===== src/conv_pkg.sv =====
package conv_pkg;

    // Datapath widths
    localparam int PIX_W  = 8;
    localparam int TAP_W  = 8;
    localparam int PROD_W = 16;
    localparam int ACC_W  = 32;
    localparam int N_TAPS = 9;          // 3x3 kernel

    // Partial-sum memory, one 16x16 output tile
    localparam int PSUM_DEPTH = 256;
    localparam int PSUM_AW    = 8;

    // AXI4-Lite bus
    localparam int AXI_AW = 12;
    localparam int AXI_DW = 32;

    // Register map, byte addresses
    localparam logic [AXI_AW-1:0] REG_KERNEL_BASE = 12'h000;   // Tap i at base + 4*i
    localparam logic [AXI_AW-1:0] REG_BIAS        = 12'h024;
    localparam logic [AXI_AW-1:0] RESULT_BASE     = 12'h400;   // Up to 0x7FC

    // Response codes
    localparam logic [1:0] RESP_OKAY   = 2'b00;
    localparam logic [1:0] RESP_SLVERR = 2'b10;

endpackage


===== src/conv_mult_stage.sv =====
`timescale 1ns/100ps

module conv_mult_stage (
    input  logic                                              clk,
    input  logic                                              reset,
    input  logic                                              win_valid,
    input  logic [conv_pkg::N_TAPS-1:0][conv_pkg::PIX_W-1:0]  win_pixels,
    input  logic [conv_pkg::PSUM_AW-1:0]                      win_addr,
    input  logic                                              win_first,
    input  logic [conv_pkg::N_TAPS-1:0][conv_pkg::TAP_W-1:0]  kernel_taps,
    output logic                                              prod_valid,
    output logic [conv_pkg::PSUM_AW-1:0]                      prod_addr,
    output logic                                              prod_first,
    output logic [conv_pkg::N_TAPS-1:0][conv_pkg::PROD_W-1:0] products
);
    import conv_pkg::*;

    always_ff @(posedge clk) begin
        if (reset) begin
            prod_valid <= 1'b0;
        end else begin
            prod_valid <= win_valid;
        end
    end

    // Taps are sampled with the window, so a later tap write
    // does not disturb this product set
    always_ff @(posedge clk) begin
        if (win_valid) begin
            prod_addr  <= win_addr;
            prod_first <= win_first;
            for (int i = 0; i < N_TAPS; i++) begin
                products[i] <= $signed(win_pixels[i]) * $signed(kernel_taps[i]);   // 8x8 signed
            end
        end
    end

endmodule


===== config.mk =====
export PLATFORM = sky130hd
export DESIGN_NAME = conv_mult_stage
export DESIGN_NICKNAME = d
export VERILOG_FILES = /design/src/conv_pkg.sv /design/src/conv_mult_stage.sv
export SDC_FILE = /design/constraint.sdc
export NUM_CORES = 2
export LEC_CHECK = 0
export BUFFER_PORTS_ARGS = -buffer_cell sky130_fd_sc_hd__buf_4
export CORE_ASPECT_RATIO = 1.4
export CORE_MARGIN = 2
export CORE_UTILIZATION = 50
export DETAILED_ROUTE_END_ITERATION = 6
export HOLD_SLACK_MARGIN = 0.06
export PLACE_DENSITY = 0.72
export RECOVER_POWER = 50
export SYNTH_ARGS = -nofsm -noshare
export SYNTH_HDL_FRONTEND = slang
export SYNTH_SLANG_ARGS = --single-unit

===== constraint.sdc =====
create_clock -name clk -period 5.8 [get_ports clk]
set_input_delay 0.87 -clock clk [delete_from_list [all_inputs] [get_ports clk]]
set_output_delay 0.87 -clock clk [all_outputs]
set_load 0.01 [all_outputs]

==> flow_metrics.tcl <==
set metrics [dict create \
    holdPathStages 2 \
    cts_tree "built" \
    critPathLaunchType "input pin" \
    multi_input_area_um2 19700 \
    cts_setup_buffers 0 \
    io_buffers 309 \
    muxShareOfSynthArea_pct 0.334 \
    drc 0 \
    synth_ff_type "edfxtp_1" \
    die_h_um 279 \
    final_nets 3921 \
    synth_area_leader_cell "fa_1" \
    synth_edf_count 153 \
    cts.sinks 154 \
    place_ws_ns 0.785 \
    routabilityCongestion 0.890 \
    finalHoldViolations 0 \
    grt_pass1_vias 21300 \
    synth_compound_gate_area_share_pct 4.47 \
    wl_per_cell_um 16.0 \
    critical_path_class "input pin to flop" \
    synth_xor_area_share_pct 4.64 \
    required_ns 6.01 \
    cts-root-buf "clkbuf_16" \
    via_count 18700 \
    holdCritStartpoint "reset" \
    grt_overflow 0 \
    synth-simple-area-share_pct 14.6 \
    ys_ff_latch 154 \
    final_area_um2 30300 \
    ios 310 \
    rsz0062_at_grt "false" \
    grt_max_degree 87 \
    max_freq_mhz 217 \
    grt_pass1_wl_um 102000 \
    violations "max-capacitance violations, max-slew violations" \
    rows 100 \
    first_iter_violations 621 \
    core_um2 53300 \
    async_reset_ff_share_pct 0 \
    syn_nets 3592 \
    worst_slack_ns 1.18 \
    seqCellArea_um2 4610 \
    hold_buffers 0 \
    final_core_util_pct 56.8 \
    hp-class "input pin to flop" \
    grt_antenna_before_repair 3 \
    p_total_uw 12400 \
    via_per_inst 5.00 \
    maxSlewHeadroom_pct -174 \
    drv_slew 69 \
    syn_avg_cell_area_um2 10.1 \
    drive_above_1_share_pct 7.41 \
    status "finished with violations" \
    clock_path_buffers 2 \
    place_area_um2 30200 \
    setup_tns_ns 0 \
    worstSetupEndpointType "flop" \
    cts_buffers 17 \
    ctsResizeCount 0 \
    seq_area_frac_synth_pct 17.1 \
    synth.top_cell.area_share_pct 36.7 \
    worstMarginPinSlew_ns 4.11 \
    start_util_pct 50.6 \
    dieWidth_um 200 \
    finalCritPeriodShare_pct 79.6 \
    dr.pass1.iters 5 \
    drt_wl_total_um 59800 \
    cts.clk_slew.worst_paths_ns 0.07 \
    hpwl_um 51600 \
    synth_top_family_by_area "adder cells" \
    synthAdderAreaFrac_pct 48.8 \
    cp_max_fo 8 \
    fillers 4836 \
    netlist_area_um2 27000 \
    synthTopCellsByArea "fa_1 37%, edfxtp_1 17%, ha_1 12%, inv_1 10%, and2_1 8.8%" \
    period_needed_ns 4.62 \
    yosysUniqueCellTypes 43 \
    p_per_area_nw_per_um2 410 \
    drv_cap 1 \
    syn_inst 2680 \
    antenna_left 0 \
    area_growth_syn_to_layout_pct 12.1 \
    hold_end "prod_valid$_SDFF_PP0_" \
    dieArea_um2 55900 \
    cts.htree.levels 4 \
    p_leak_uw 0.0148 \
    setup_viol 0 \
    worstPathArrival_ns 4.82 \
    grt_use_total_pct 22.8 \
    ys_warn_count 0 \
    vdd_drop_max_uv 608 \
]
## state kept, by name, indices dropped and copies added, names as in the netlist
signal,cells
prod_first,1
prod_addr,8
products,144
prod_valid,1
## layout by cell type, fill, tap and decap left out, types with 2 or more instances in the layout
| cell type | synthesis | layout |
|---|---|---|
| nand2b_1 | 15 | 15 |
| o21ai_0 | 34 | 34 |
| ha_1 | 261 | 261 |
| clkinv_2 | 0 | 4 |
| a31oi_1 | 2 | 2 |
| clkbuf_16 | 0 | 17 |
| clkinvlp_4 | 0 | 3 |
| buf_4 | 0 | 168 |
| o21a_1 | 7 | 7 |
| clkbuf_4 | 0 | 9 |
| nor2b_1 | 72 | 72 |
| mux2_2 | 8 | 8 |
| nor3_1 | 4 | 4 |
| nand2_1 | 151 | 151 |
| a211oi_1 | 21 | 21 |
| and2_0 | 0 | 18 |
| edfxtp_1 | 153 | 153 |
| a311o_1 | 2 | 2 |
| a41o_1 | 2 | 2 |
| fa_1 | 495 | 495 |
| o221ai_1 | 8 | 8 |
| nand4_1 | 9 | 9 |
| nand3_1 | 7 | 7 |
| a31o_2 | 4 | 4 |
| or3_1 | 7 | 7 |
| and2_1 | 380 | 362 |
| xnor2_1 | 138 | 138 |
| inv_1 | 719 | 719 |
| clkinv_4 | 0 | 2 |
| clkbuf_1 | 0 | 134 |
| nor2_1 | 66 | 66 |
| o21bai_1 | 3 | 3 |
| o211ai_1 | 9 | 9 |
| a21o_1 | 32 | 32 |
| xor2_1 | 5 | 5 |
| a21oi_1 | 49 | 49 |
| or2_2 | 3 | 3 |
## synth_stat cells, drive strengths merged, types with 4 or more instances
cell type and instances:
a21o 33, or2 4, a31o 4, nor2b 72, xor2 5, a21oi 49, nor3 4, a211oi 21
ha 261, xnor2 138, edfxtp 153, fa 495, o21ai 34, o21a 8, nand2b 15, nor2 66
mux2 8, nand3 7, o221ai 8, and2 380, nand2 151, inv 719, nand4 9, or3 7
o211ai 9
## routing by layer
| metal | GRT usage, % | part of all wire, % |
|---|---|---|
| met5 | 0 | 0.037 |
| met2 | 44.1 | 56 |
| met1 | 24.5 | 36 |
| met3 | 4.41 | 5.5 |
| met4 | 8.02 | 2.8 |
## cell families after synthesis
| family | count (synthesis) |
|---|---|
| mux | 8 |
| simple gates | 718 |
| flops | 154 |
| compound gates | 182 |
| buf+inv | 719 |
| fa+ha+maj | 756 |
| xor+xnor | 143 |
## per-stage QoR
| step | instances | hold slack [ns] |
|---|---|---|
| 2_1_floorplan | 2680 | 0.942 |
| 5_1_grt | 3736 | 0.563 |
| 6_report | 3736 | 0.563 |
| 3_5_place_dp | 3704 | 1.03 |
| 3_3_place_gp | 3704 | 1.03 |
| 4_1_cts | 3735 | 0.530 |
## how the worst max path moves through the flow
stage | start | to | slack [ns] | cells after the start
6_report | win_pixels[18] | products[46]$_DFFE_PP_ | 1.18 | 15
3_3_place_gp | win_pixels[70] | products[143]$_DFFE_PP_ | 0.84 | 16
4_1_cts | kernel_taps[26] | products[62]$_DFFE_PP_ | 1.27 | 15
3_5_place_dp | win_pixels[71] | products[143]$_DFFE_PP_ | 0.78 | 16
2_1_floorplan | win_pixels[53] | products[111]$_DFFE_PP_ | 1.20 | 15
5_1_grt | kernel_taps[0] | products[13]$_DFFE_PP_ | 1.00 | 16
## cell type report
cell class / count / area share, %
inverters: 719 / 8.92
diodes: 1 / 0.00827
clock inverters: 12 / 0.339
repair buffers: 310 / 6.10
multi-input cells: 1807 / 65.0
well taps: 714 / 2.95
flip-flops and latches: 154 / 15.3
clock buffers: 19 / 1.43
## critical path: stages
cell and delay [ns]:
clkbuf_1 0.35, nand2_1 0.15, fa_1 0.40, inv_1 0.07, fa_1 0.41, inv_1 0.10, fa_1 0.41, fa_1 0.49
inv_1 0.04, ha_1 0.35, nor2b_1 0.22, o21ai_0 0.18, a211oi_1 0.41, o221ai_1 0.22, xnor2_1 0.17
## where the power goes
group | leakage (µW) | internal, µW | switching (µW) | total [µW]
Combinational | 0.0130 | 3960 | 5030 | 8990
Clock | 0.000256 | 585 | 505 | 1090
Sequential | 0.00150 | 2160 | 175 | 2330
Total | 0.0148 | 6710 | 5710 | 12400
(Power assumes the default switching activity.)
