`src/conv_pkg.sv`:
```
package conv_pkg;

    // Datapath widths
    localparam int PIX_W  = 8;
    localparam int TAP_W  = 8;
    localparam int PROD_W = 16;
    localparam int ACC_W  = 32;
    localparam int N_TAPS = 9;          // 3x3 kernel

    // Partial-sum memory, one 16x16 output tile
    localparam int PSUM_DEPTH = 256;
    localparam int PSUM_AW    = 8;

    // AXI4-Lite bus
    localparam int AXI_AW = 12;
    localparam int AXI_DW = 32;

    // Register map, byte addresses
    localparam logic [AXI_AW-1:0] REG_KERNEL_BASE = 12'h000;   // Tap i at base + 4*i
    localparam logic [AXI_AW-1:0] REG_BIAS        = 12'h024;
    localparam logic [AXI_AW-1:0] RESULT_BASE     = 12'h400;   // Up to 0x7FC

    // Response codes
    localparam logic [1:0] RESP_OKAY   = 2'b00;
    localparam logic [1:0] RESP_SLVERR = 2'b10;

endpackage

```
`src/conv_accum_stage.sv`:
```
`timescale 1ns/100ps

module conv_accum_stage (
    input  logic                         clk,
    input  logic                         reset,
    input  logic                         sum_valid,
    input  logic [conv_pkg::PSUM_AW-1:0] sum_addr,
    input  logic                         sum_first,
    input  logic [conv_pkg::ACC_W-1:0]   dot,
    input  logic [conv_pkg::ACC_W-1:0]   bias,
    input  logic [conv_pkg::ACC_W-1:0]   rd_data_a,
    output logic                         wr_en,
    output logic [conv_pkg::PSUM_AW-1:0] wr_addr,
    output logic [conv_pkg::ACC_W-1:0]   wr_data
);
    import conv_pkg::*;

    // Copy of the write the memory took at the last edge.
    // Port A read at that same edge, so it still returned the old word
    logic               prev_en;
    logic [PSUM_AW-1:0] prev_addr;
    logic [ACC_W-1:0]   prev_data;
    logic [ACC_W-1:0]   stored;
    logic [ACC_W-1:0]   addend;
    logic [ACC_W-1:0]   new_sum;

    always_comb begin
        if (wr_en && wr_addr == sum_addr) begin
            stored = wr_data;              // Newest, not yet in memory
        end else if (prev_en && prev_addr == sum_addr) begin
            stored = prev_data;            // Written at the previous edge
        end else begin
            stored = rd_data_a;
        end
        addend  = sum_first ? bias : stored;
        new_sum = dot + addend;            // Wraps at 32 bits
    end

    always_ff @(posedge clk) begin
        if (reset) begin
            wr_en   <= 1'b0;
            prev_en <= 1'b0;
        end else begin
            wr_en   <= sum_valid;
            prev_en <= wr_en;
        end
    end

    always_ff @(posedge clk) begin
        if (sum_valid) begin
            wr_addr <= sum_addr;
            wr_data <= new_sum;
        end
        prev_addr <= wr_addr;
        prev_data <= wr_data;
    end

endmodule

```
`config.mk`:
```
export PLATFORM = sky130hd
export DESIGN_NAME = conv_accum_stage
export DESIGN_NICKNAME = d
export VERILOG_FILES = /design/src/conv_pkg.sv /design/src/conv_accum_stage.sv
export SDC_FILE = /design/constraint.sdc
export NUM_CORES = 1
export LEC_CHECK = 0
export BUFFER_PORTS_ARGS = -buffer_cell sky130_fd_sc_hd__buf_4
export CORE_AREA = 2 2 139 101
export CTS_BUF_LIST = sky130_fd_sc_hd__clkbuf_8
export CTS_CLUSTER_DIAMETER = 150
export CTS_CLUSTER_SIZE = 40
export DETAILED_ROUTE_END_ITERATION = 6
export DIE_AREA = 0 0 141 103
export PLACE_DENSITY = 0.61
export RECOVER_POWER = 50
export SYNTH_ARGS = -nofsm -noshare
export SYNTH_HDL_FRONTEND = slang
export SYNTH_SLANG_ARGS = --single-unit
```
`constraint.sdc`:
```
create_clock -name clk -period 6.2 [get_ports clk]
set_input_delay 1.55 -clock clk [delete_from_list [all_inputs] [get_ports clk]]
set_output_delay 1.55 -clock clk [all_outputs]
set_load 0.005 [all_outputs]
```
==> impl.org <==
** Outcome
- The run finished, with violations left.
- Failing checks :: capacitance limit, slew limit

** Synthesis
- Mean instance size in the synthesized netlist :: 10.3 µm²
- Gate count after technology mapping :: around 500
- The number of nets handed over by synthesis was 644.
- In the synthesized netlist the dominant register cell turns out to be sky130_fd_sc_hd__dfxtp_1.
- Sequential cell area fraction in the yosys report :: approximately two fifths
- In this run the biggest area consumer among cell types represents 23.3% of the synthesized area.
- Async S/R FF share, synth :: 0%
- Number of enable-type register cells in the synthesized netlist :: 40
- The synthesized design contains 82 register bits.
- Synth area leader :: sky130_fd_sc_hd__edfxtp_1
- After synthesis, the cell types taking the most area are sky130_fd_sc_hd__edfxtp_1, sky130_fd_sc_hd__dfxtp_1, sky130_fd_sc_hd__ha_1.
- In this run the cell area of the synthesized design comes to just over 5000 µm².
- Warnings, synthesis :: 0
- Library cells used by synthesis :: 64

** Power and ir drop
- Leakage Power :: approximately 2.8 nW
- Dividing total power by cell area gives a power density of 241 nW/µm².
- Across the VDD grid, the largest voltage drop is between 0.0001 and 0.00015 V.

** Global route
- Overflow left after global routing :: 0
- Global Route Usage Sum :: 19.5%
- Entering global routing, the biggest net connects 69 pins.
- The initial antenna violation count was 0.
- Number of global-route vias before repair :: roughly 4,200
- The first global-routing pass estimated 21.8 mm of wire.

** Critical path
- STA classifies the critical path endpoint as a register.
- Traced cell by cell, the critical path runs through clkbuf_1, xor2_1, nor4_1, nand4_1, buf_4, mux2_1, mux2i_1, o21ai_1, ha_1, inv_1, fa_1, nor2b_1, o2111ai_2, a21oi_2, o41ai_2, o211ai_2, a41oi_2, xnor2_1.
- The setup check on the worst reg-to-reg path leaves a slack of 2.14 ns.
- Master of the slowest instance on the critical path :: sky130_fd_sc_hd__o41ai_2
- Setup Crit Path Kind :: in2reg
- At the worst endpoint, the arrival time is roughly 5.1 ns.
- The endpoint identified for the worst register-to-register timing path is wr_data[25].
- The worst register-to-register path begins at wr_addr[3].
- Startpoint kind of the worst setup timing path :: input port
- The largest single stage delay on the critical path is 0.46 ns.
- Delay-heaviest family, CP :: compound AO/OA/AOI/OAI gates
- Largest fanout on the critical path :: 17
- R2r worst-path depth :: 14
- Data on the critical path is required at its endpoint by about 6.3 ns.
- Counting both buffers and inverters, the worst setup path holds a total of 3.

** Finish
- Number of antenna repair diodes :: 0
- Fillers :: 1,271
- Post-layout nets :: 791
- The finished cells cover 6610 µm².
- Share of cells above drive strength 1 :: 31.2%
- Synth-to-Final Area Change :: 27.9%

** STA
- Setup repair after global routing left no endpoint under its margin.
- Across all setup checks in the final design, the least slack found is about 1.2 ns.
- Of the available clock period, the critical path in the final layout requires slightly above 80%.
- Transition time at the pin with the least slew margin :: 2.52 ns
- Minimum clock period :: 5.00 ns
- After routing, the total negative slack on setup checks comes to 0 ns.
- Final hold violation count :: 0
- Final clock skew :: 0.0140 ns
- The max-slew violation total from the final report is 42.
- Measured against its own limit, the worst slew margin works out to -67.9%.
- Derived from the worst setup path, the maximum achievable clock frequency is ~200 MHz.
- Setup violations remaining at the end of the flow were counted as 0.
- Final hold analysis gives a worst-case slack of 0.406 ns.

** Detailed routing
- Avg WL per Cell :: about 17 µm
- Drc violations :: 0
- Once detail routing completed, the nets flagged for antenna violations numbered 0.
- The first routing iteration left 236 violations.
- Sum of routed wire length over all layers :: between 10 and 15 mm
- The detailed router placed 4,392 vias in this run.
- The first TritonRoute pass finished after 5 iterations.
- Average vias per placed instance :: 5.33

** Hold path
- The worst hold path was traced through 0 stages.
- The path with the worst hold slack has its endpoint at prev_data[3].
- HP Class :: reg2reg
- Source of the worst hold timing path :: wr_data[3]

** Placement
- Post-DP HPWL :: 10.7 mm
- Before CTS, the worst setup slack after placement is about 0.8 ns.
- Routability congestion estimate :: 0.922
- Count of buffers inserted at the top-level ports :: 148
- Instance area at placement :: roughly 6400 µm²

** Job
- Across the run, the number of max-cap violations was 1.

** Clocking
- Once the clock tree was built, the resizer swapped 0 gates to a different size.
- Maximum buffer depth of the clock tree :: 2
- Htree depth :: 3
- Buffers inserted during clock tree synthesis total 9.
- TritonCTS clock tree :: yes
- Clock-pin slew was measured on the worst setup and hold paths at 0.09 ns.
- Clock latency of the later-clocked register in the worst-skew pair :: around 0.4 ns
- Setup Buffers After CTS :: 0
- Hold buffer count at CTS :: 0
- Root Driver :: sky130_fd_sc_hd__clkbuf_8
- Clock net sink count :: roughly 80

** Floorplanning
- Core region area :: 13,400 µm²
- I/O pin count :: ~150
- Starting density of the core :: 38.6%
- Die Wd :: between 100 and 150 µm
- Total Die Area :: about 15,000 µm²
- Chip Height :: 103 µm
- Site row count :: 36
## Yosys cell counts, types with 4 or more instances
| cell | n |
|---|---|
| sky130_fd_sc_hd__mux2i_1 | 31 |
| sky130_fd_sc_hd__and3_1 | 4 |
| sky130_fd_sc_hd__mux2_2 | 22 |
| sky130_fd_sc_hd__a21oi_1 | 27 |
| sky130_fd_sc_hd__a21o_1 | 8 |
| sky130_fd_sc_hd__o21bai_1 | 6 |
| sky130_fd_sc_hd__buf_2 | 6 |
| sky130_fd_sc_hd__nor2_1 | 17 |
| sky130_fd_sc_hd__ha_1 | 34 |
| sky130_fd_sc_hd__nor4_1 | 4 |
| sky130_fd_sc_hd__a211oi_1 | 7 |
| sky130_fd_sc_hd__nand3_1 | 9 |
| sky130_fd_sc_hd__xnor2_1 | 30 |
| sky130_fd_sc_hd__clkbuf_1 | 7 |
| sky130_fd_sc_hd__inv_1 | 14 |
| sky130_fd_sc_hd__nor2b_1 | 4 |
| sky130_fd_sc_hd__nor3_1 | 5 |
| sky130_fd_sc_hd__o21a_1 | 6 |
| sky130_fd_sc_hd__nand2_1 | 53 |
| sky130_fd_sc_hd__o211ai_1 | 5 |
| sky130_fd_sc_hd__nand4_1 | 6 |
| sky130_fd_sc_hd__mux2_1 | 9 |
| sky130_fd_sc_hd__xor2_1 | 15 |
| sky130_fd_sc_hd__dfxtp_1 | 42 |
| sky130_fd_sc_hd__edfxtp_1 | 40 |
| sky130_fd_sc_hd__o21ai_0 | 12 |
| sky130_fd_sc_hd__o21ai_1 | 32 |
## how the worst max path moves through the flow
| stage | startpoint | to | depth (start not counted) |
|---|---|---|---|
| 4_1_cts | sum_addr[7] | wr_data[28] | 18 |
| 6_report | sum_addr[7] | wr_data[28] | 18 |
| 5_1_grt | sum_addr[7] | wr_data[28] | 18 |
| 3_5_place_dp | sum_addr[7] | wr_data[28] | 18 |
| 2_1_floorplan | sum_addr[7] | wr_data[22] | 16 |
| 3_3_place_gp | sum_addr[7] | wr_data[25] | 16 |
## cells in the final DEF (no fill, tap or decap), drive strengths merged, types with 8 or more instances in the layout
cell type / netlist / routed
a211oi: 8 / 8
a21o: 10 / 10
a21oi: 29 / 29
buf: 8 / 142
clkbuf: 8 / 19
dfxtp: 42 / 42
edfxtp: 40 / 40
ha: 34 / 34
inv: 14 / 18
mux2: 31 / 31
mux2i: 31 / 31
nand2: 53 / 53
nand3: 9 / 9
nor2: 17 / 17
o21ai: 44 / 44
xnor2: 30 / 30
xor2: 15 / 15
## cell families (layout without fill, tap and decap cells)
group | after synthesis | after routing | share of synthesized area [%]
xor+xnor | 45 | 45 | 7.63
fa+ha+maj | 35 | 35 | 8.62
mux | 62 | 62 | 12.8
buf+inv | 30 | 182 | 2.81
compound gates | 131 | 131 | 17.8
flops | 82 | 82 | 39.5
simple gates | 116 | 116 | 10.8
## layout make-up
type                    count  area (µm²)  share of cell area [%]
clock buffers               9         124                    1.88
clock inverters             7        82.6                    1.25
inverters                  14        52.6                   0.795
multi-input cells         389        2980                    45.2
flip-flops and latches     82        2040                    30.9
well taps                 171         214                    3.24
repair buffers            152        1110                    16.8
## metal layers
layer / vias up / share of wire, % / global-route usage, %
li1: 2147 / - / -
met1: 2071 / 48 / 27.9
met2: 153 / 43 / 28.9
met3: 21 / 7.0 / 5.20
met4: 0 / 2.0 / 6.46
met5: - / 0 / 0
## metrics by stage
stage	cells	util, %	total power, mW
2_1_floorplan	501	-	0.982
3_3_place_gp	808	48.1	1.18
3_5_place_dp	808	48.1	1.18
4_1_cts	824	49.6	1.61
5_1_grt	824	49.4	1.68
6_report	824	49.4	1.59
## state kept, by name (all words and copies together), names as in the netlist
| signal | count |
|---|---|
| prev_data | 32 |
| wr_data | 32 |
| prev_addr | 8 |
| wr_addr | 8 |
| prev_en | 1 |
| wr_en | 1 |
## where the power goes
group          total, mW  switching [mW]  internal [mW]  leakage (nW)
sequential         0.727          0.0501          0.677         0.746
clock              0.422           0.229          0.193        0.0988
combinational      0.446           0.220          0.225          1.94
Power figures use the tool's default switching activity.
