**config.mk**
```make
export PLATFORM = sky130hd
export DESIGN_NAME = conv_adder_tree
export DESIGN_NICKNAME = d
export VERILOG_FILES = /design/src/conv_pkg.sv /design/src/conv_adder_tree.sv
export SDC_FILE = /design/constraint.sdc
export NUM_CORES = 1
export LEC_CHECK = 0
export ABC_AREA = 0
export ABC_CLOCK_PERIOD_IN_PS = 7500
export BUFFER_PORTS_ARGS = -buffer_cell sky130_fd_sc_hd__buf_2
export CORE_ASPECT_RATIO = 0.75
export CORE_MARGIN = 5
export CORE_UTILIZATION = 35
export DETAILED_ROUTE_END_ITERATION = 7
export SLEW_MARGIN = 40
export SYNTH_ARGS = -nofsm -noshare
export SYNTH_HDL_FRONTEND = slang
export SYNTH_SLANG_ARGS = --single-unit
```
**constraint.sdc**
```tcl
create_clock -name clk -period 7.5 [get_ports clk]
set_clock_uncertainty 0.05 [all_clocks]
set_input_delay 2.25 -clock clk [delete_from_list [all_inputs] [get_ports clk]]
set_output_delay 2.25 -clock clk [all_outputs]
set_load 0.1 [all_outputs]
```
**src/conv_pkg.sv**
```systemverilog
package conv_pkg;

    // Datapath widths
    localparam int PIX_W  = 8;
    localparam int TAP_W  = 8;
    localparam int PROD_W = 16;
    localparam int ACC_W  = 32;
    localparam int N_TAPS = 9;          // 3x3 kernel

    // Partial-sum memory, one 16x16 output tile
    localparam int PSUM_DEPTH = 256;
    localparam int PSUM_AW    = 8;

    // AXI4-Lite bus
    localparam int AXI_AW = 12;
    localparam int AXI_DW = 32;

    // Register map, byte addresses
    localparam logic [AXI_AW-1:0] REG_KERNEL_BASE = 12'h000;   // Tap i at base + 4*i
    localparam logic [AXI_AW-1:0] REG_BIAS        = 12'h024;
    localparam logic [AXI_AW-1:0] RESULT_BASE     = 12'h400;   // Up to 0x7FC

    // Response codes
    localparam logic [1:0] RESP_OKAY   = 2'b00;
    localparam logic [1:0] RESP_SLVERR = 2'b10;

endpackage

```
**src/conv_adder_tree.sv**
```systemverilog
`timescale 1ns/100ps

module conv_adder_tree (
    input  logic                                              clk,
    input  logic                                              reset,
    input  logic                                              prod_valid,
    input  logic [conv_pkg::PSUM_AW-1:0]                      prod_addr,
    input  logic                                              prod_first,
    input  logic [conv_pkg::N_TAPS-1:0][conv_pkg::PROD_W-1:0] products,
    output logic                                              sum_valid,
    output logic [conv_pkg::PSUM_AW-1:0]                      sum_addr,
    output logic                                              sum_first,
    output logic [conv_pkg::ACC_W-1:0]                        dot,
    output logic [conv_pkg::PSUM_AW-1:0]                      rd_addr_a
);
    import conv_pkg::*;

    logic [ACC_W-1:0] ext [N_TAPS];
    logic [ACC_W-1:0] lvl1 [5];
    logic [ACC_W-1:0] lvl2 [3];
    logic [ACC_W-1:0] lvl3 [2];

    // Stored sum comes back from memory in step with sum_valid
    assign rd_addr_a = prod_addr;

    always_comb begin
        for (int i = 0; i < N_TAPS; i++) begin
            ext[i] = {{(ACC_W-PROD_W){products[i][PROD_W-1]}}, products[i]};
        end
        lvl1[0] = ext[0] + ext[1];
        lvl1[1] = ext[2] + ext[3];
        lvl1[2] = ext[4] + ext[5];
        lvl1[3] = ext[6] + ext[7];
        lvl1[4] = ext[8];                  // Odd tap passes down
        lvl2[0] = lvl1[0] + lvl1[1];
        lvl2[1] = lvl1[2] + lvl1[3];
        lvl2[2] = lvl1[4];
        lvl3[0] = lvl2[0] + lvl2[1];
        lvl3[1] = lvl2[2];
    end

    always_ff @(posedge clk) begin
        if (reset) begin
            sum_valid <= 1'b0;
        end else begin
            sum_valid <= prod_valid;
        end
    end

    always_ff @(posedge clk) begin
        if (prod_valid) begin
            sum_addr  <= prod_addr;
            sum_first <= prod_first;
            dot       <= lvl3[0] + lvl3[1];
        end
    end

endmodule

```
==> results, run 1 <==
- The flow ran to the end, and the final reports show no timing, DRC or antenna violations.
- The worst setup path endpoint is dot[16]$_DFFE_PP_.
- The global-route wire length before repair is about 17,000 µm.
- The global-route usage over all layers is a little under an eighth.
- The total number of yosys warnings is 0.
- STA classifies the critical path endpoint as a flop.
- The fraction of final layout cells with drive strength greater than 1 is between 30% and 40%.
- Headroom to the max-slew limit came out at roughly 56%.
- The proportion of register bits with asynchronous set or reset after synthesis is 0%.
- For this run, the leading register cell type out of synthesis is sky130_fd_sc_hd__edfxtp_1.
- The die covers roughly 16,000 µm².
- Counting distinct cell types in the post-synthesis netlist gives 32.
- The wire-length estimate of the detail-placed layout is 8750 µm.
- In the routed design, unresolved DRC markers number 0.
- For the worst setup path, the data required time is 7460 ps.
- For this run the aggregate overflow at the end of global routing stands at 0.
- Ranked by instance count, the synthesized netlist is headed by sky130_fd_sc_hd__inv_1, sky130_fd_sc_hd__fa_1, sky130_fd_sc_hd__edfxtp_1, sky130_fd_sc_hd__buf_4, sky130_fd_sc_hd__ha_1.
- The quantity of hold-fixing buffers added after cts is 0.
- The clock net in this run drives a total of 30 sinks.
- The final critical delay including setup and external delays is a little over 6000 ps.
- Static timing analysis puts the maximum clock frequency at roughly 160 MHz.
- In this run the remaining antenna-violating nets after routing total 0.
- The number of inserted diodes is 0.
- 206 I/O pins were placed.
- The detailed-route vias per instance is between 4 and 5.
- The final count of negative-setup-slack endpoints is 0.
- The launching element type of the critical path is a primary input.
- Measured along the x axis, the die boundary spans roughly 150 µm.
- Synthesis produced roughly 440 cells.
- The startpoint-to-endpoint class of the critical path is primary input to flop.
- Tracing the worst setup path back leads to its startpoint at products[98].
- The maximum clock insertion buffer count is 2.
- The post-synth design cell area is 4810 µm².
- The transition time at the pin with the least slew margin is approximately 660 ps.
- The share of Yosys cell area claimed by the top area cell type is 47.9%.
- TritonCTS built the clock tree.
- The number of antenna violations at the first check in global routing is 0.
- Across the run, the number of max-cap violations was 0.
- After detailed routing, the average wire length per cell comes to between 10 and 15 µm.
- The cell at the root of the clock tree is sky130_fd_sc_hd__clkbuf_16.
- The count of port buffers added during placement is between 200 and 250.
- The final layout contains 920 nets.
- The number of synthesized register bits is 30.
- The number of gates resized after CTS was 0.
- Once the clock tree was built, the setup fixing pass inserted 0 buffers.
- The total nets after synthesis is 730.
- The average cell area after synthesis is 11.0 µm².
- The tightest min-delay check is of the primary input to flop type.
- Entering global routing, the biggest net connects 31 pins.
- The standard cell core area is 13,600 µm².
- The routability-driven placement congestion ratio is 0.813.
- In the post-synthesis netlist, the biggest area contributors are sky130_fd_sc_hd__fa_1, sky130_fd_sc_hd__edfxtp_1, sky130_fd_sc_hd__inv_1, sky130_fd_sc_hd__ha_1, sky130_fd_sc_hd__buf_4.
- The worst path uses between 80% and 90% of the clock period.
- The share of synthesized area occupied by flip-flops and latches is between 10% and 20%.
- For this block, the initial DRC count from the detailed router was 80.
- The final wirelength is 9220 µm.
- The hold violation total from the final report came to 0.
- The number of buffers created by CTS is 5.
- Setup repair after global routing left no endpoint under its margin.
- The number of enable flip-flop cells after synthesis is 29.
- Data arrives at the worst endpoint at between 6000 and 7000 ps.
- The setup TNS is 0 ps.
- The first-pass detailed-route iteration total is 4.
- Detailed routing inserted a total of 3,359 vias.
- The cell with the most instances after synthesis is sky130_fd_sc_hd__inv_1.
- sky130_fd_sc_hd__fa_1 takes more of the synthesized area than any other cell.
- The number of global-route vias before repair is just under 4,000.
- In this run the core area contains 37 standard-cell rows.
- From synthesis to final layout, the design area changed by 25.7%.
- The effective utilization at floorplan is between 30% and 40%.
- The number of slew-limit violations in the final report was 0.
- The depth of the CTS H-tree is 2.
- The die height is between 100 and 150 µm.
- Of all nets on the critical path, the largest fanout is 3.
- The clock-pin slew on the worst setup and hold paths is 50 ps.
[sequential cells by signal (all words and copies together) (netlist names)]
register	flops
sum_valid	1
sum_first	1
dot	20
sum_addr	8
[how the worst min path moves through the flow]
| stage | startpoint | end | cells past startpoint |
|---|---|---|---|
| after floorplan | reset | sum_valid$_SDFF_PP0_ | 1 |
| after global placement | reset | sum_valid$_SDFF_PP0_ | 2 |
| after detailed placement | reset | sum_valid$_SDFF_PP0_ | 2 |
| after CTS | reset | sum_valid$_SDFF_PP0_ | 2 |
| after global routing | reset | sum_valid$_SDFF_PP0_ | 2 |
| final | reset | sum_valid$_SDFF_PP0_ | 2 |
[routing by layer]
metal	vias up	global-route usage (%)	part of all wire, %
met3	5	2.40	7.2
li1	1628	-	-
met2	135	21.0	50
met4	0	1.86	0.53
met1	1591	15.5	42
met5	-	0	0
[metrics by stage]
step	instance area (µm²)	setup WS (ps)	hold WS [ps]	utilization, %	std cells
2_1_floorplan	4810	1380	2270	-	439
3_3_place_gp	5890	1060	2360	43.3	797
3_5_place_dp	5890	1040	2360	43.3	797
4_1_cts	6040	1290	2070	44.4	805
5_1_grt	6040	1060	2070	44.4	805
6_report	6040	1320	2080	44.4	805
[cell usage in the layout (no fill, tap or decap), drive strengths merged, types with 4 or more instances in the layout]
cell type  count
buf          205
nand2          9
xnor2          8
a21oi         17
xor2           7
o21ai          4
ha            20
edfxtp        29
inv          166
a21o           5
fa           115
nand2b         5
a211oi         4
clkbuf         7
nor2           6
[worst max-delay path: stages]
cell,delay (ps)
sky130_fd_sc_hd__buf_2,110
sky130_fd_sc_hd__fa_1,500
sky130_fd_sc_hd__fa_1,520
sky130_fd_sc_hd__inv_1,50
sky130_fd_sc_hd__fa_1,550
sky130_fd_sc_hd__fa_1,410
sky130_fd_sc_hd__inv_1,70
sky130_fd_sc_hd__ha_1,180
sky130_fd_sc_hd__inv_1,60
sky130_fd_sc_hd__fa_1,390
sky130_fd_sc_hd__nand2b_1,190
sky130_fd_sc_hd__a21oi_2,160
sky130_fd_sc_hd__nor2_1,100
sky130_fd_sc_hd__o31a_1,360
sky130_fd_sc_hd__o21bai_2,160
sky130_fd_sc_hd__xor2_1,70
[cell families after synthesis]
family / count (synthesis) / share of synthesized area [%]
buffers and inverters: 188 / 16.3
adders and majority gates: 135 / 53.1
AOI/OAI and AO/OA: 42 / 6.38
DFF: 30 / 18.5
and+or+nand+nor: 28 / 2.78
xor gates and xnor gates: 15 / 2.73
muxes: 1 / 0.208
[layout make-up]
cell class	count	area, µm²
clock buffer	7	143
clock inverter	1	5.00
fill	1335	7570
inverter	166	623
multi-input combinational	221	3130
sequential	30	891
tap	175	219
timing repair buffer	205	1030
Power of run 1 is not shown: default switching activity piles up to over one toggle a cycle in this logic, so the estimate is an artifact.
==> run 2: changes to the inputs <==
Settings changed: ABC_AREA 0 to 1, ABC_CLOCK_PERIOD_IN_PS 7500 to 5100.
Clock period 7.5 ns to 5.1 ns, I/O delays scaled along.
==> results, run 2 <==
- The clock tree from TritonCTS is built.
- Ranked by instance count, the synthesized netlist is headed by sky130_fd_sc_hd__inv_1, sky130_fd_sc_hd__fa_1, sky130_fd_sc_hd__nand2_1, sky130_fd_sc_hd__edfxtp_1.
- The transition time at the pin with the least slew margin came to 670 ps (+8.04 ps).
- The share of Yosys cell area claimed by the top area cell type is 46.6% (-1.3 points).
- The cell row count is 37 (unchanged).
- The effective utilization at floorplan is 35.8% (+0.49 points).
- The max-capacitance violation count is 0 (unchanged).
- The first-pass detailed-route iteration total is 4 (unchanged).
- The number of inserted diodes is 0 (unchanged).
- The final critical delay including setup and external delays is between 4000 and 5000 ps.
- The average routed wire per standard cell is 11.3 µm (-1.2%).
- The number of DRC violations after detailed-routing iteration 0 came to 92 (+15%).
- The final count of negative-setup-slack endpoints is 0 (unchanged).
- The total half-perimeter wirelength after legalization and detailed placement is 9780 µm (+12%).
- The final-stage net count is 1,020 (+11%).
- The min-delay analysis places its worst path in the category primary input to flop.
- The share of synthesized area occupied by flip-flops and latches came to 18.0% (-0.50 points).
- The relative slew slack is 55.4% (-0.54 points).
- The largest fanout of any net on the critical path is 3 (unchanged).
- The quantity of hold-fixing buffers added after cts came to 0 (unchanged).
- The average cell area after synthesis came to 9.61 µm² (-12%).
- The total nets after synthesis is 805 (+10%).
- The post-synth design cell area is 4940 µm² (+2.8%).
- Sorting the synthesized cells by area gives the leading types as sky130_fd_sc_hd__fa_1, sky130_fd_sc_hd__edfxtp_1, sky130_fd_sc_hd__inv_1, sky130_fd_sc_hd__nand2_1, sky130_fd_sc_hd__ha_1.
- The number of clock sinks seen by CTS is 30 (unchanged).
- The design area is 6420 µm² (+6.4%).
- By instance count, the leading cell after synthesis is sky130_fd_sc_hd__inv_1.
- The hold path endpoint is sum_valid$_SDFF_PP0_.
- The die outline area was 16,600 µm² (+2.5%).
- The maximum clock insertion buffer count was 2 (unchanged).
- The post-route clock period utilization is between 90 and 100%.
- The largest area contributor in the synthesized netlist is sky130_fd_sc_hd__fa_1.
- The launching element type of the critical path is a primary input.
- The total number of yosys warnings is 0 (unchanged).
- The count of port buffers added during placement was 205 (unchanged).
- The element type at the critical path end is a flop.
- The global-route usage over all layers is 12.9% (+1.0 points).
- The synthesized instance count is 514 (+17%).
- The flip-flop count of the largest register after layout came to 20 (unchanged).
- The number of buffers created by CTS is 5 (unchanged).
- The fraction of final layout cells with drive strength greater than 1 is 34.1% (-0.65 points).
- The critical hold path startpoint is reset.
- The most common flop cell mapped by yosys is sky130_fd_sc_hd__edfxtp_1.
- The number of enable flip-flop cells after synthesis is 29 (unchanged).
- The clock-pin slew on the worst setup and hold paths is 50 ps (about the same).
- The placed standard-cell area is 6210 µm² (+5.3%).
- The proportion of register bits with asynchronous set or reset after synthesis is 0% (unchanged).
- The die height is 113 µm (+1.2%).
- The number of synthesized register bits is 30 (unchanged).
- Relative to the synthesized area, the layout overhead comes to 30.1%.
- In the final layout, the registers with the most flip-flops are dot x20, sum_addr x8.
- Derived from the worst setup path, the maximum achievable clock frequency is around 200 MHz.
- The instance count along the most critical hold path is 2 (unchanged).
- The hold violation total from the final report is 0 (unchanged).
- The critical path is of the primary input to flop type.
- The width of the die was 147 µm (+1.3%).
- The register with the most flip-flops in the final layout is dot.
- The I/O pin count was 206 (unchanged).
- The number of antenna violations at the first check in global routing is 0 (unchanged).
- The count of distinct cell types in the synthesized netlist is 19 (-41%).
- Leaving out fill and tap cells, the most frequent cell in the layout is sky130_fd_sc_hd__buf_2.
- The detailed-route vias per instance is 4.13 (-1.1%).
- The remaining design rule violation count is 0 (unchanged).
- The number of slew-limit violations in the final report is 0 (unchanged).
- The number of global-route vias before repair is 4,266 (+10%).
- The worst hold margin came to 1360 ps (-718 ps).
- The global-route wire length before repair was 18,200 µm (+9.6%).
- The routability-driven placement congestion ratio came to 0.844 (+3.8%).
- Setup repair after global routing could not meet its margin everywhere.
- The routed via count is 3,735 (+11%).
- The required time of the worst setup path is 5070 ps (-2390 ps).
- The arrival time reported for the critical path endpoint came to 4890 ps (-1250 ps).
- In this run the clock root is driven by a sky130_fd_sc_hd__clkbuf_16.
- The final wirelength is 10,200 µm (+11%).
- The run finished with clean final reports.
- The number of antenna-violating nets in the routed design is 0 (unchanged).
- The depth of the CTS H-tree was 2 (unchanged).
- The largest net degree at the start of global routing was 31 (unchanged).
- The standard cell core area was 13,800 µm² (+1.4%).
- The total congestion overflow is 0 (unchanged).
- The top cell types in the final layout, fill and taps aside, are sky130_fd_sc_hd__buf_2, sky130_fd_sc_hd__inv_1, sky130_fd_sc_hd__fa_1.
run 2: layout make-up:
cell class / instances / area [µm²]
inverter: 188 / 706
timing repair buffer: 228 / 1200
sequential: 30 / 891
clock inverter: 3 / 45.0
multi-input combinational: 276 / 3240
clock buffer: 5 / 125
tap: 175 / 219
fill: 1334 / 7370
run 2: metrics by stage:
step / utilization, % / TNS, ps / worst slack, ps / cells
final: 46.6 / 0 / 183 / 905
after global routing: 46.6 / -22.1 / -22.1 / 905
after CTS: 46.2 / 0 / 95.4 / 905
after detailed placement: 45.0 / -1010 / -163 / 897
after global placement: 45.0 / -744 / -132 / 897
after floorplan: - / 0 / 56.0 / 514
run 2: how the worst max path moves through the flow:
stage / startpoint / endpoint / slack (ps) / cells after the start
4_1_cts: products[98] / dot[18]$_DFFE_PP_ / 100 / 16
3_3_place_gp: products[98] / dot[18]$_DFFE_PP_ / -130 / 16
3_5_place_dp: products[98] / dot[18]$_DFFE_PP_ / -160 / 16
2_1_floorplan: products[98] / dot[14]$_DFFE_PP_ / 60 / 15
5_1_grt: products[98] / dot[18]$_DFFE_PP_ / -20 / 16
6_report: products[99] / dot[17]$_DFFE_PP_ / 180 / 16
run 2: cell families (layout without fill, tap and decap cells):
family                   count (synthesis)  count (layout)  share of synthesized area, %
AO/OA/AOI/OAI                           24              24                          2.56
XOR/XNOR                                 9               9                          1.60
adder cells (fa/ha/maj)                135             135                          51.7
buffers and inverters                  208             424                          17.3
flip-flops                              30              30                          18.0
AND/OR/NAND/NOR                        108             108                          8.81
run 2: critical path: stages:
cell and delay (ps):
sky130_fd_sc_hd__buf_2 110, sky130_fd_sc_hd__fa_1 560, sky130_fd_sc_hd__fa_1 460, sky130_fd_sc_hd__fa_1 560, sky130_fd_sc_hd__inv_1 60, sky130_fd_sc_hd__fa_2 600, sky130_fd_sc_hd__inv_1 50, sky130_fd_sc_hd__ha_1 300
sky130_fd_sc_hd__nand3_1 90, sky130_fd_sc_hd__nand3_1 90, sky130_fd_sc_hd__nand2_1 70, sky130_fd_sc_hd__nand2_1 120, sky130_fd_sc_hd__nand2_1 110, sky130_fd_sc_hd__nand2_1 60, sky130_fd_sc_hd__nand2_1 60, sky130_fd_sc_hd__nand2_1 50
run 2: layer usage:
metal,vias to the layer above,global-route usage (%),wire (µm)
met4,0,1.49,49
li1,1854,-,-
met3,4,2.68,762
met1,1729,16.4,4390
met5,-,0,0
met2,148,23.5,5040
run 2: timing repair:
item,in CTS,in global routing
buffers inserted,0,0
resized for setup,0,12
endpoints found under the setup margin,0,8
Power of run 2 is left out for the same reason.
