===== config.mk =====
export PLATFORM = sky130hd
export DESIGN_NAME = conv_axil_regs
export DESIGN_NICKNAME = d
export VERILOG_FILES = /design/src/conv_pkg.sv /design/src/conv_axil_regs.sv
export SDC_FILE = /design/constraint.sdc
export NUM_CORES = 1
export LEC_CHECK = 0
export ABC_CLOCK_PERIOD_IN_PS = 1800
export BUFFER_PORTS_ARGS = -buffer_cell sky130_fd_sc_hd__buf_2
export CORE_AREA = 2 2 174 125
export CTS_CLUSTER_SIZE = 12
export DETAILED_ROUTE_END_ITERATION = 12
export DIE_AREA = 0 0 176 127
export PLACE_DENSITY_LB_ADDON = 0.3
export SLEW_MARGIN = 20
export SYNTH_ARGS = -nofsm -noshare
export SYNTH_HDL_FRONTEND = slang
export SYNTH_SLANG_ARGS = --single-unit

===== constraint.sdc =====
create_clock -name clk -period 1.8 [get_ports clk]
set_input_delay 0.09 -clock clk [delete_from_list [all_inputs] [get_ports clk]]
set_output_delay 0.09 -clock clk [all_outputs]
set_load 0.05 [all_outputs]

===== src/conv_pkg.sv =====
package conv_pkg;

    // Datapath widths
    localparam int PIX_W  = 8;
    localparam int TAP_W  = 8;
    localparam int PROD_W = 16;
    localparam int ACC_W  = 32;
    localparam int N_TAPS = 9;          // 3x3 kernel

    // Partial-sum memory, one 16x16 output tile
    localparam int PSUM_DEPTH = 256;
    localparam int PSUM_AW    = 8;

    // AXI4-Lite bus
    localparam int AXI_AW = 12;
    localparam int AXI_DW = 32;

    // Register map, byte addresses
    localparam logic [AXI_AW-1:0] REG_KERNEL_BASE = 12'h000;   // Tap i at base + 4*i
    localparam logic [AXI_AW-1:0] REG_BIAS        = 12'h024;
    localparam logic [AXI_AW-1:0] RESULT_BASE     = 12'h400;   // Up to 0x7FC

    // Response codes
    localparam logic [1:0] RESP_OKAY   = 2'b00;
    localparam logic [1:0] RESP_SLVERR = 2'b10;

endpackage


===== src/conv_axil_regs.sv =====
`timescale 1ns/100ps

module conv_axil_regs (
    input  logic                                          clk,
    input  logic                                          reset,
    input  logic                                          awvalid,
    output logic                                          awready,
    input  logic [conv_pkg::AXI_AW-1:0]                   awaddr,
    input  logic                                          wvalid,
    output logic                                          wready,
    input  logic [conv_pkg::AXI_DW-1:0]                   wdata,
    input  logic [conv_pkg::AXI_DW/8-1:0]                 wstrb,   // Ignored, full-word writes
    output logic                                          bvalid,
    input  logic                                          bready,
    output logic [1:0]                                    bresp,
    input  logic                                          arvalid,
    output logic                                          arready,
    input  logic [conv_pkg::AXI_AW-1:0]                   araddr,
    output logic                                          rvalid,
    input  logic                                          rready,
    output logic [conv_pkg::AXI_DW-1:0]                   rdata,
    output logic [1:0]                                    rresp,
    input  logic [conv_pkg::ACC_W-1:0]                    rd_data_b,
    output logic [conv_pkg::N_TAPS-1:0][conv_pkg::TAP_W-1:0] kernel_taps,
    output logic [conv_pkg::ACC_W-1:0]                    bias,
    output logic [conv_pkg::PSUM_AW-1:0]                  rd_addr_b
);
    import conv_pkg::*;

    logic              wr_hs;
    logic              ar_hs;
    logic              rd_s1;           // Result address presented to memory
    logic              rd_s2;           // Memory data valid
    logic              rd_result;
    logic [AXI_DW-1:0] rd_reg_data;
    logic [1:0]        rd_resp;
    logic [AXI_DW-1:0] reg_rdata;
    logic [1:0]        reg_rresp;

    function automatic int word_of(input logic [AXI_AW-1:0] a);
        return int'(a[AXI_AW-1:2]);
    endfunction

    function automatic logic tap_hit(input logic [AXI_AW-1:0] a);
        return word_of(a) >= word_of(REG_KERNEL_BASE) &&
               word_of(a) < word_of(REG_KERNEL_BASE) + N_TAPS;
    endfunction

    function automatic logic result_hit(input logic [AXI_AW-1:0] a);
        return word_of(a) >= word_of(RESULT_BASE) &&
               word_of(a) < word_of(RESULT_BASE) + PSUM_DEPTH;
    endfunction

    assign wr_hs = awready && awvalid && wvalid;
    assign ar_hs = arready && arvalid;

    // Write channel, address and data accepted together
    always_ff @(posedge clk) begin
        if (reset) begin
            awready     <= 1'b0;
            wready      <= 1'b0;
            bvalid      <= 1'b0;
            kernel_taps <= '0;
            bias        <= '0;
        end else begin
            awready <= awvalid && wvalid && !awready && !bvalid;
            wready  <= awvalid && wvalid && !awready && !bvalid;
            if (wr_hs) begin
                bvalid <= 1'b1;
                bresp  <= RESP_OKAY;
                if (tap_hit(awaddr)) begin
                    kernel_taps[word_of(awaddr) - word_of(REG_KERNEL_BASE)] <= wdata[TAP_W-1:0];
                end else if (word_of(awaddr) == word_of(REG_BIAS)) begin
                    bias <= wdata;
                end else begin
                    bresp <= RESP_SLVERR;   // Dropped
                end
            end else if (bvalid && bready) begin
                bvalid <= 1'b0;
            end
        end
    end

    // Register side of the read mux
    always_comb begin
        reg_rdata = '0;
        reg_rresp = RESP_OKAY;
        if (tap_hit(araddr)) begin
            reg_rdata = AXI_DW'($signed(kernel_taps[word_of(araddr) - word_of(REG_KERNEL_BASE)]));
        end else if (word_of(araddr) == word_of(REG_BIAS)) begin
            reg_rdata = bias;
        end else if (!result_hit(araddr)) begin
            reg_rresp = RESP_SLVERR;
        end
    end

    always_ff @(posedge clk) begin
        if (reset) begin
            arready <= 1'b0;
            rd_s1   <= 1'b0;
            rd_s2   <= 1'b0;
            rvalid  <= 1'b0;
        end else begin
            arready <= arvalid && !arready && !rd_s1 && !rd_s2 && !rvalid;
            rd_s1   <= ar_hs;
            rd_s2   <= rd_s1;
            if (rd_s2) begin
                rvalid <= 1'b1;
            end else if (rvalid && rready) begin
                rvalid <= 1'b0;
            end
        end
    end

    // Read payload, captured once and held until rready
    always_ff @(posedge clk) begin
        if (ar_hs) begin
            rd_addr_b   <= PSUM_AW'(word_of(araddr) - word_of(RESULT_BASE));
            rd_result   <= result_hit(araddr);
            rd_reg_data <= reg_rdata;
            rd_resp     <= reg_rresp;
        end
        if (rd_s2) begin
            rdata <= rd_result ? rd_data_b : rd_reg_data;
            rresp <= rd_resp;
        end
    end

endmodule


==> results.txt, run 1 <==
The detailed router finished its first iteration with 407 violations. Setup repair after global routing left no endpoint under its margin. In this run the worst path has a maximum fanout of 3. The weighted congestion reported at the end of routability-driven placement is 0.781.

The critical path arrival came out at 1.94 ns. Synthesis inferred 186 register bits. For the worst setup path, the data required time is 1.98 ns. Once the floorplan was initialized, standard cells occupied 37.5% of the core. In the final routed layout, each cell accounts on average for 18.4 um. The largest net degree at the start of global routing came out at 48. The wire length of the first global-routing pass is 35000 um. The port buffer count is 241. The number of clock sinks came out at 186. The wire length reported by the detailed router is 23200 um. The critical path starts at kernel_taps[29]$_SDFFE_PP0P_. After synthesis, the share of flip-flops with an asynchronous set or reset is 0%. The via count of the first global-routing pass came out at 5976. For this run, the top clock speed supported by timing is 0.569 GHz.

Summing all placed instances gives a cell area of 0.00941 mm^2. The share of power burned in the clock network is 43.3%. Clock skew on the completed layout was measured at 0.0159 ns.

Global routing finished with a remaining overflow of 0. Leaving out fill and tap cells, the most frequent cell in the layout is sky130_fd_sc_hd__buf_2. The area of the core is 0.0205 mm^2.

The tree is rooted in a sky130_fd_sc_hd__clkbuf_16. Counting flops with a built-in enable in the synthesized netlist gives 76. Leaving out fill and tap cells, the most frequent cells in the layout are sky130_fd_sc_hd__buf_2, sky130_fd_sc_hd__dfxtp_1, sky130_fd_sc_hd__nor2_1.

The via count came out at 6207. In this run, flip-flops and latches consume 49.8% of the power. Yosys attributes the largest share of cell area to sky130_fd_sc_hd__edfxtp_1, sky130_fd_sc_hd__dfxtp_1, sky130_fd_sc_hd__mux2i_1.

The number of detailed-routing iterations run before antenna repair is 4. The setup TNS after final layout is 0 ns. The number of antenna violations at the first check in global routing came out at 0. The number of buffers inserted to repair setup after CTS is 0.

The leakage power is 5.12 nW. The cell area that synthesis handed to floorplanning was 0.00771 mm^2. The final setup slack of the worst path is 0.0419 ns.

After legalization and detailed placement, the total HPWL measured 15900 um. The worst supply voltage drop on vdd came out at 0.607 mV. The type of the worst setup path is reg -> reg.

The worst hold path stage count is 3. The number of buffers added by the clock tree synthesis step is 17. The worst setup path is captured at a flop. After synthesis, the mean cell area works out to 11.8 um^2.

The startpoint identified for the worst hold timing path is wdata[0]. Summed over its instances, the top area cell type makes up 29.6% of the synthesized netlist area. Synthesis produced 653 cells. The floorplan row count is 44.

Max-cap violations in this run came to 0. The non-filler instance count after layout is 1261. The final setup violation count came out at 0. For this run, the leading register cell type out of synthesis is sky130_fd_sc_hd__dfxtp_1.

The sequential area share after synthesis is 58.2%. For this run, the number of Yosys warnings is 0. The worst-case clock buffer depth came out at 2. The number of instances in the placed design is 1158. The remaining antenna violation count is 0. The post-layout instance area is 0.0108 mm^2. The number of nets in the layout came out at 1071. Measured along the y axis, the die boundary spans 127 um. In this run the power density over the cells is 827 mW/mm^2. For the pin with the worst max-slew slack, the measured transition is 0.570 ns. The top-level I/O count came out at 252. At the placement stage, the worst setup path has a slack of -0.0370 ns. The global-route total usage across every layer is 20.7%. The worst hold slack across all endpoints came out at 0.0250 ns. The utilization after layout came out at 52.4%.

The die area came out at 0.0224 mm^2. The number of antenna repair diodes is 0. The number of distinct library cells after synthesis came out at 43.

The total power came out at 8.90 mW. The count of endpoints failing hold in the final timing report was 0. The insertion delay of the later-clocked pin in the worst-skew pair came out at 0.44 ns. The combinational share of power came out at 6.8%. The biggest area contributor in the post-synthesis netlist is sky130_fd_sc_hd__edfxtp_1. The final routed DRC violation total came out at 0. The number of cells on the worst reg-to-reg path came out at 5. The max-slew violation count was 0. The minimum clock period is 1.76 ns. In this run the critical register-to-register path is launched from kernel_taps[29]$_SDFFE_PP0P_. The worst setup path is launched from a flop. The die boundary width is 176 um.

In this run the tightest slew margin relative to its limit is 61.9%. The share of the clock period used by the worst path is 97.7%. The H-tree generated during clock tree synthesis spans 4 levels. Relative to the synthesized area, the layout overhead comes to 39.6%. The net switching power came out at 2.29 mW. TritonCTS built the clock tree. Internal power comes to 6.61 mW. The min-delay analysis places its worst path in the category in -> reg. The layout cell share with drive strength beyond 1 came out at 38.0%. The flow ran to the end, and the final reports show no timing, DRC or antenna violations. After clock tree synthesis, the clock-pin slew on the worst setup and hold paths is 0.08 ns. Of the total power, the share spent switching nets is 25.7%. The via density per instance came out at 4.92.
## critical path: stages, from the launching register on
cell	delay, ns
sky130_fd_sc_hd__dfxtp_1	0.34
sky130_fd_sc_hd__mux4_2	0.50
sky130_fd_sc_hd__nor2_1	0.14
sky130_fd_sc_hd__a2111oi_0	0.09
sky130_fd_sc_hd__buf_4	0.19
sky130_fd_sc_hd__a221o_1	0.25
## sequential cells by signal, indices dropped and copies added, names as in the netlist
| register | cells |
|---|---|
| arready | 1 |
| bias | 32 |
| bresp | 1 |
| bvalid | 1 |
| kernel_taps | 72 |
| rd_addr_b | 8 |
| rd_reg_data | 32 |
| rd_resp | 1 |
| rd_result | 1 |
| rd_s1 | 1 |
| rd_s2 | 1 |
| rdata | 32 |
| rresp | 1 |
| rvalid | 1 |
| wready | 1 |
## what timing repair did
item	in CTS	in global routing
hold buffers	71	0
setup endpoints to repair	0	7
endpoints found under the hold margin	68	0
gates resized for setup	0	9
## cell families (layout without fill, tap and decap cells)
kind of cell | count (synthesis) | count (layout) | share of synthesized area, %
mux | 122 | 122 | 17.8
other cells | 1 | 2 | 0.0487
simple gates | 202 | 202 | 12.5
buf+inv | 55 | 386 | 3.51
flops | 186 | 186 | 58.2
compound gates | 87 | 87 | 7.97
## cell usage after synthesis, drive strengths merged (4+ instances only)
cell	number
a2111oi	7
a211oi	7
a21o	25
a21oi	34
a221o	8
and2	8
buf	24
clkbuf	29
dfxtp	110
edfxtp	76
mux2	32
mux2i	83
mux4	7
nand2	67
nand4	10
nor2	87
nor2b	4
nor4b	4
nor4bb	4
## power by group through the flow
stage	Clock [mW]	Combinational (mW)	Sequential, mW
2_1_floorplan	0	0.228	4.58
3_3_place_gp	0	0.479	4.53
3_5_place_dp	0	0.481	4.53
4_1_cts	3.92	0.602	4.43
5_1_grt	4.09	0.652	4.44
6_report	3.86	0.610	4.43
## final timing paths
| kind | slack, ns | endpoint |
|---|---|---|
| max | 0.04 | rd_reg_data[5]$_DFFE_PP_ |
| min | 0.02 | bias[0]$_SDFFE_PP0P_ |
| max reg2reg | 0.04 | rd_reg_data[5]$_DFFE_PP_ |
| min reg2reg | 0.42 | rresp[1]$_DFFE_PP_ |
## routing by layer
| metal | GRT usage [%] | share of wire (%) | up-vias |
|---|---|---|---|
| li1 | - | - | 2991 |
| met1 | 29.1 | 47 | 2958 |
| met2 | 31.3 | 45 | 231 |
| met3 | 5.27 | 6.8 | 27 |
| met4 | 6.51 | 2.0 | 0 |
| met5 | 0 | 0 | - |
## cell type report
class / count / area (um^2)
Clock inverter: 15 / 194
Timing Repair Buffer: 352 / 2310
Fill cell: 1779 / 9770
Sequential cell: 186 / 4500
Inverter: 2 / 7.51
Tap cell: 276 / 345
Multi-Input combinational cell: 413 / 2990
Clock buffer: 17 / 425
(Power assumes the default switching activity.)
==> run 2, diff against run 1 <==
--- a/config.mk
+++ b/config.mk
@@ -6,7 +6,7 @@
 export NUM_CORES = 1
 export LEC_CHECK = 0
 export ABC_CLOCK_PERIOD_IN_PS = 1800
-export BUFFER_PORTS_ARGS = -buffer_cell sky130_fd_sc_hd__buf_2
+export BUFFER_PORTS_ARGS = -buffer_cell sky130_fd_sc_hd__buf_4
 export CORE_AREA = 2 2 174 125
 export CTS_CLUSTER_SIZE = 12
 export DETAILED_ROUTE_END_ITERATION = 12
==> constraint.sdc (replaced) <==
create_clock -name clk -period 1.8 [get_ports clk]
set_input_delay 0.09 -clock clk [delete_from_list [all_inputs] [get_ports clk]]
set_output_delay 0.09 -clock clk [all_outputs]
set_load 0.02 [all_outputs]
==> results.txt, run 2 (synthesized netlist as in run 1, its figures left out) <==
Result of the run: completed (unchanged). The die area is 0.0224 mm^2 (unchanged). The number of max-cap violations was 0 (unchanged). The floorplan row count is 44 (unchanged). The data required time at the worst endpoint is 2.10 ns (was 1.98 ns). The worst supply voltage drop on vdd was 0.480 mV (was 0.607 mV).

The most frequent standard cell in the layout excluding fill and tap cells is sky130_fd_sc_hd__buf_4 (was sky130_fd_sc_hd__buf_2). The detailed route wirelength on metal2 came out at 10400 um (was 10300 um). The largest register by flop count is kernel_taps (unchanged). The half-perimeter wire length after placement came to 15900 um (about the same). The post-layout instance area came out at 0.0114 mm^2 (was 0.0108 mm^2). The cell at the root of the clock tree is sky130_fd_sc_hd__clkbuf_16 (unchanged).

The startpoint class of the critical path is a primary input (was flop). The setup TNS after final layout came out at 0 ns (unchanged). The worst hold-check path type was in -> reg (unchanged). The die boundary width is 176 um (unchanged). The global-route total usage across every layer came to 20.7% (about the same). The actual transition at the worst max-transition pin came to 0.634 ns (was 0.570 ns).

The wire length of the first global-routing pass is 35300 um (was 35000 um). The final routed DRC violation total is 0 (unchanged). The placed standard-cell area is 0.0100 mm^2 (was 0.00941 mm^2). The detailed router's first-iteration violation count is 455 (was 407).

The number of H-tree branching levels came to 4 (unchanged). The routed length on met1 came to 10700 um (was 10800 um). The number of buffers added by the clock tree synthesis step is 17 (unchanged). The weighted congestion reported at the end of routability-driven placement was 0.767 (was 0.781). The wire length reported by the detailed router came out at 23100 um (was 23200 um). The minimum clock period came out at 1.77 ns (was 1.76 ns). The CTS tree is built (unchanged). The top routing layer in use is met4 (unchanged). The post-detailed-route wirelength per cell is 18.2 um (was 18.4 um). The total length of routed met3 wires came out at 1560 um (was 1580 um).

The nature of the critical path endpoint is a flop (unchanged). The number of antenna violations at the first check in global routing came to 0 (unchanged). The vertical die dimension is 127 um (unchanged).

The leakage power is 5.29 nW (was 5.12 nW). The number of clock sinks came to 186 (unchanged). The effective utilization at floorplan is 37.5% (unchanged).

The number of nets in the layout is 1085 (was 1071). The share of the clock period used by the worst path came out at 98.5% (was 97.7%). The clock transition at the register clock pins on the worst setup and hold paths after CTS came out at 0.08 ns (about the same). The utilization after layout came out at 55.7% (was 52.4%). The largest driver fanout on the critical path is 9 (was 3).

The max-slew violation count came to 0 (unchanged). The final setup violation count came out at 0 (unchanged). The count of endpoints failing hold in the final timing report came out at 0 (unchanged). The number of detailed-routing iterations run before antenna repair is 5 (was 4). The slack of the worst reg-to-reg path came out at 0.05 ns (was 0.04 ns). The leftover overflow at the end of global routing is 0 (unchanged). The worst-case headroom to the max-slew limit was 56.6% (was 61.9%).

The port buffer count is 241 (unchanged). The type of the worst setup path was in -> reg (was reg -> reg). The worst-case clock buffer depth is 2 (unchanged).

The number of flip-flops in the largest register was 72 (unchanged). The number of antenna repair diodes is 0 (unchanged). The maximum operating frequency is 0.564 GHz (was 0.569 GHz).

The area added between synthesis and finish came out at 48.3% (was 39.6%). The areal power density over the cells is 777 mW/mm^2 (was 827 mW/mm^2). The via count is 6236 (was 6207). Most frequent cells in the layout: sky130_fd_sc_hd__buf_4, sky130_fd_sc_hd__dfxtp_1, sky130_fd_sc_hd__nor2_1 (was sky130_fd_sc_hd__buf_2, sky130_fd_sc_hd__dfxtp_1, sky130_fd_sc_hd__nor2_1). The layout cell share with drive strength beyond 1 is 37.0% (was 38.0%). RSZ-0062 raised after global routing: true (was false). The total power came out at 8.89 mW (was 8.90 mW). The largest net degree at the start of global routing is 55 (was 48). The via density per instance is 4.89 (was 4.92). The remaining antenna violation count came out at 0 (unchanged).

The final clock skew is 0.00822 ns (was 0.0159 ns). The top-level I/O count came out at 252 (unchanged). The critical path arrival came out at 2.08 ns (was 1.94 ns). The area of the core is 0.0205 mm^2 (unchanged). The fill cell total of the finished layout was 1719 (was 1779). The via count of the first global-routing pass is 6119 (was 5976). The insertion delay of the later-clocked pin in the worst-skew pair was 0.43 ns (was 0.44 ns).
## run 2: worst paths after layout
check                               startpoint                  endpoint  cells after the start
hold / removal                       awaddr[3]    bresp[1]$_SDFFCE_PN0P_                      3
hold reg to reg       rd_resp[1]$_SDFFCE_PP0P_        rresp[1]$_DFFE_PP_                      0
setup / recovery                     araddr[5]  rd_reg_data[2]$_DFFE_PP_                      6
setup reg to reg  kernel_taps[10]$_SDFFE_PP0P_  rd_reg_data[2]$_DFFE_PP_                      5
## run 2: final cells by class
| type | count | area, um^2 | area share, % |
|---|---|---|---|
| clock buffer | 17 | 425 | 3.72 |
| clock inverter | 15 | 186 | 1.63 |
| inverter | 2 | 7.51 | 0.0657 |
| multi-input combinational | 413 | 2980 | 26.1 |
| sequential | 186 | 4480 | 39.2 |
| tap | 276 | 345 | 3.02 |
| timing repair buffer | 366 | 3000 | 26.3 |
## run 2: critical path: stages
cell,delay [ns]
sky130_fd_sc_hd__dlygate4sd3_1,0.56
sky130_fd_sc_hd__buf_4,0.18
sky130_fd_sc_hd__nand4b_1,0.34
sky130_fd_sc_hd__a2111oi_1,0.59
sky130_fd_sc_hd__buf_4,0.20
sky130_fd_sc_hd__a221o_1,0.10
## run 2: where the power goes
| part | switching [mW] | total (mW) | internal, mW |
|---|---|---|---|
| combinational | 0.293 | 0.645 | 0.352 |
| clock | 1.90 | 3.81 | 1.91 |
| sequential | 0.0139 | 4.43 | 4.42 |
| total | 2.21 | 8.89 | 6.67 |
## run 2: per-layer routing
layer  global-route usage, %  vias to the layer above
met5                       0                        -
met4                    6.17                        0
met2                    32.1                      201
met3                    5.92                       25
li1                        -                     3023
met1                    28.3                     2987
## run 2: metrics by stage
| step | instances | setup slack, ns | hold slack [ns] |
|---|---|---|---|
| 4_1_cts | 1275 | 0.0388 | 0.0315 |
| 6_report | 1275 | 0.0266 | 0.0504 |
| 3_5_place_dp | 1166 | -0.0719 | 0.279 |
| 5_1_grt | 1275 | -0.0657 | 0.0523 |
| 3_3_place_gp | 1166 | -0.0967 | 0.280 |
| 2_1_floorplan | 654 | 0.0972 | 0.189 |
## run 2: repair_timing
action,CTS,global route
gates resized for setup,1,5
setup buffers,0,0
setup endpoints to repair,8,5
endpoints found under the hold margin,117,0
hold buffers,77,0
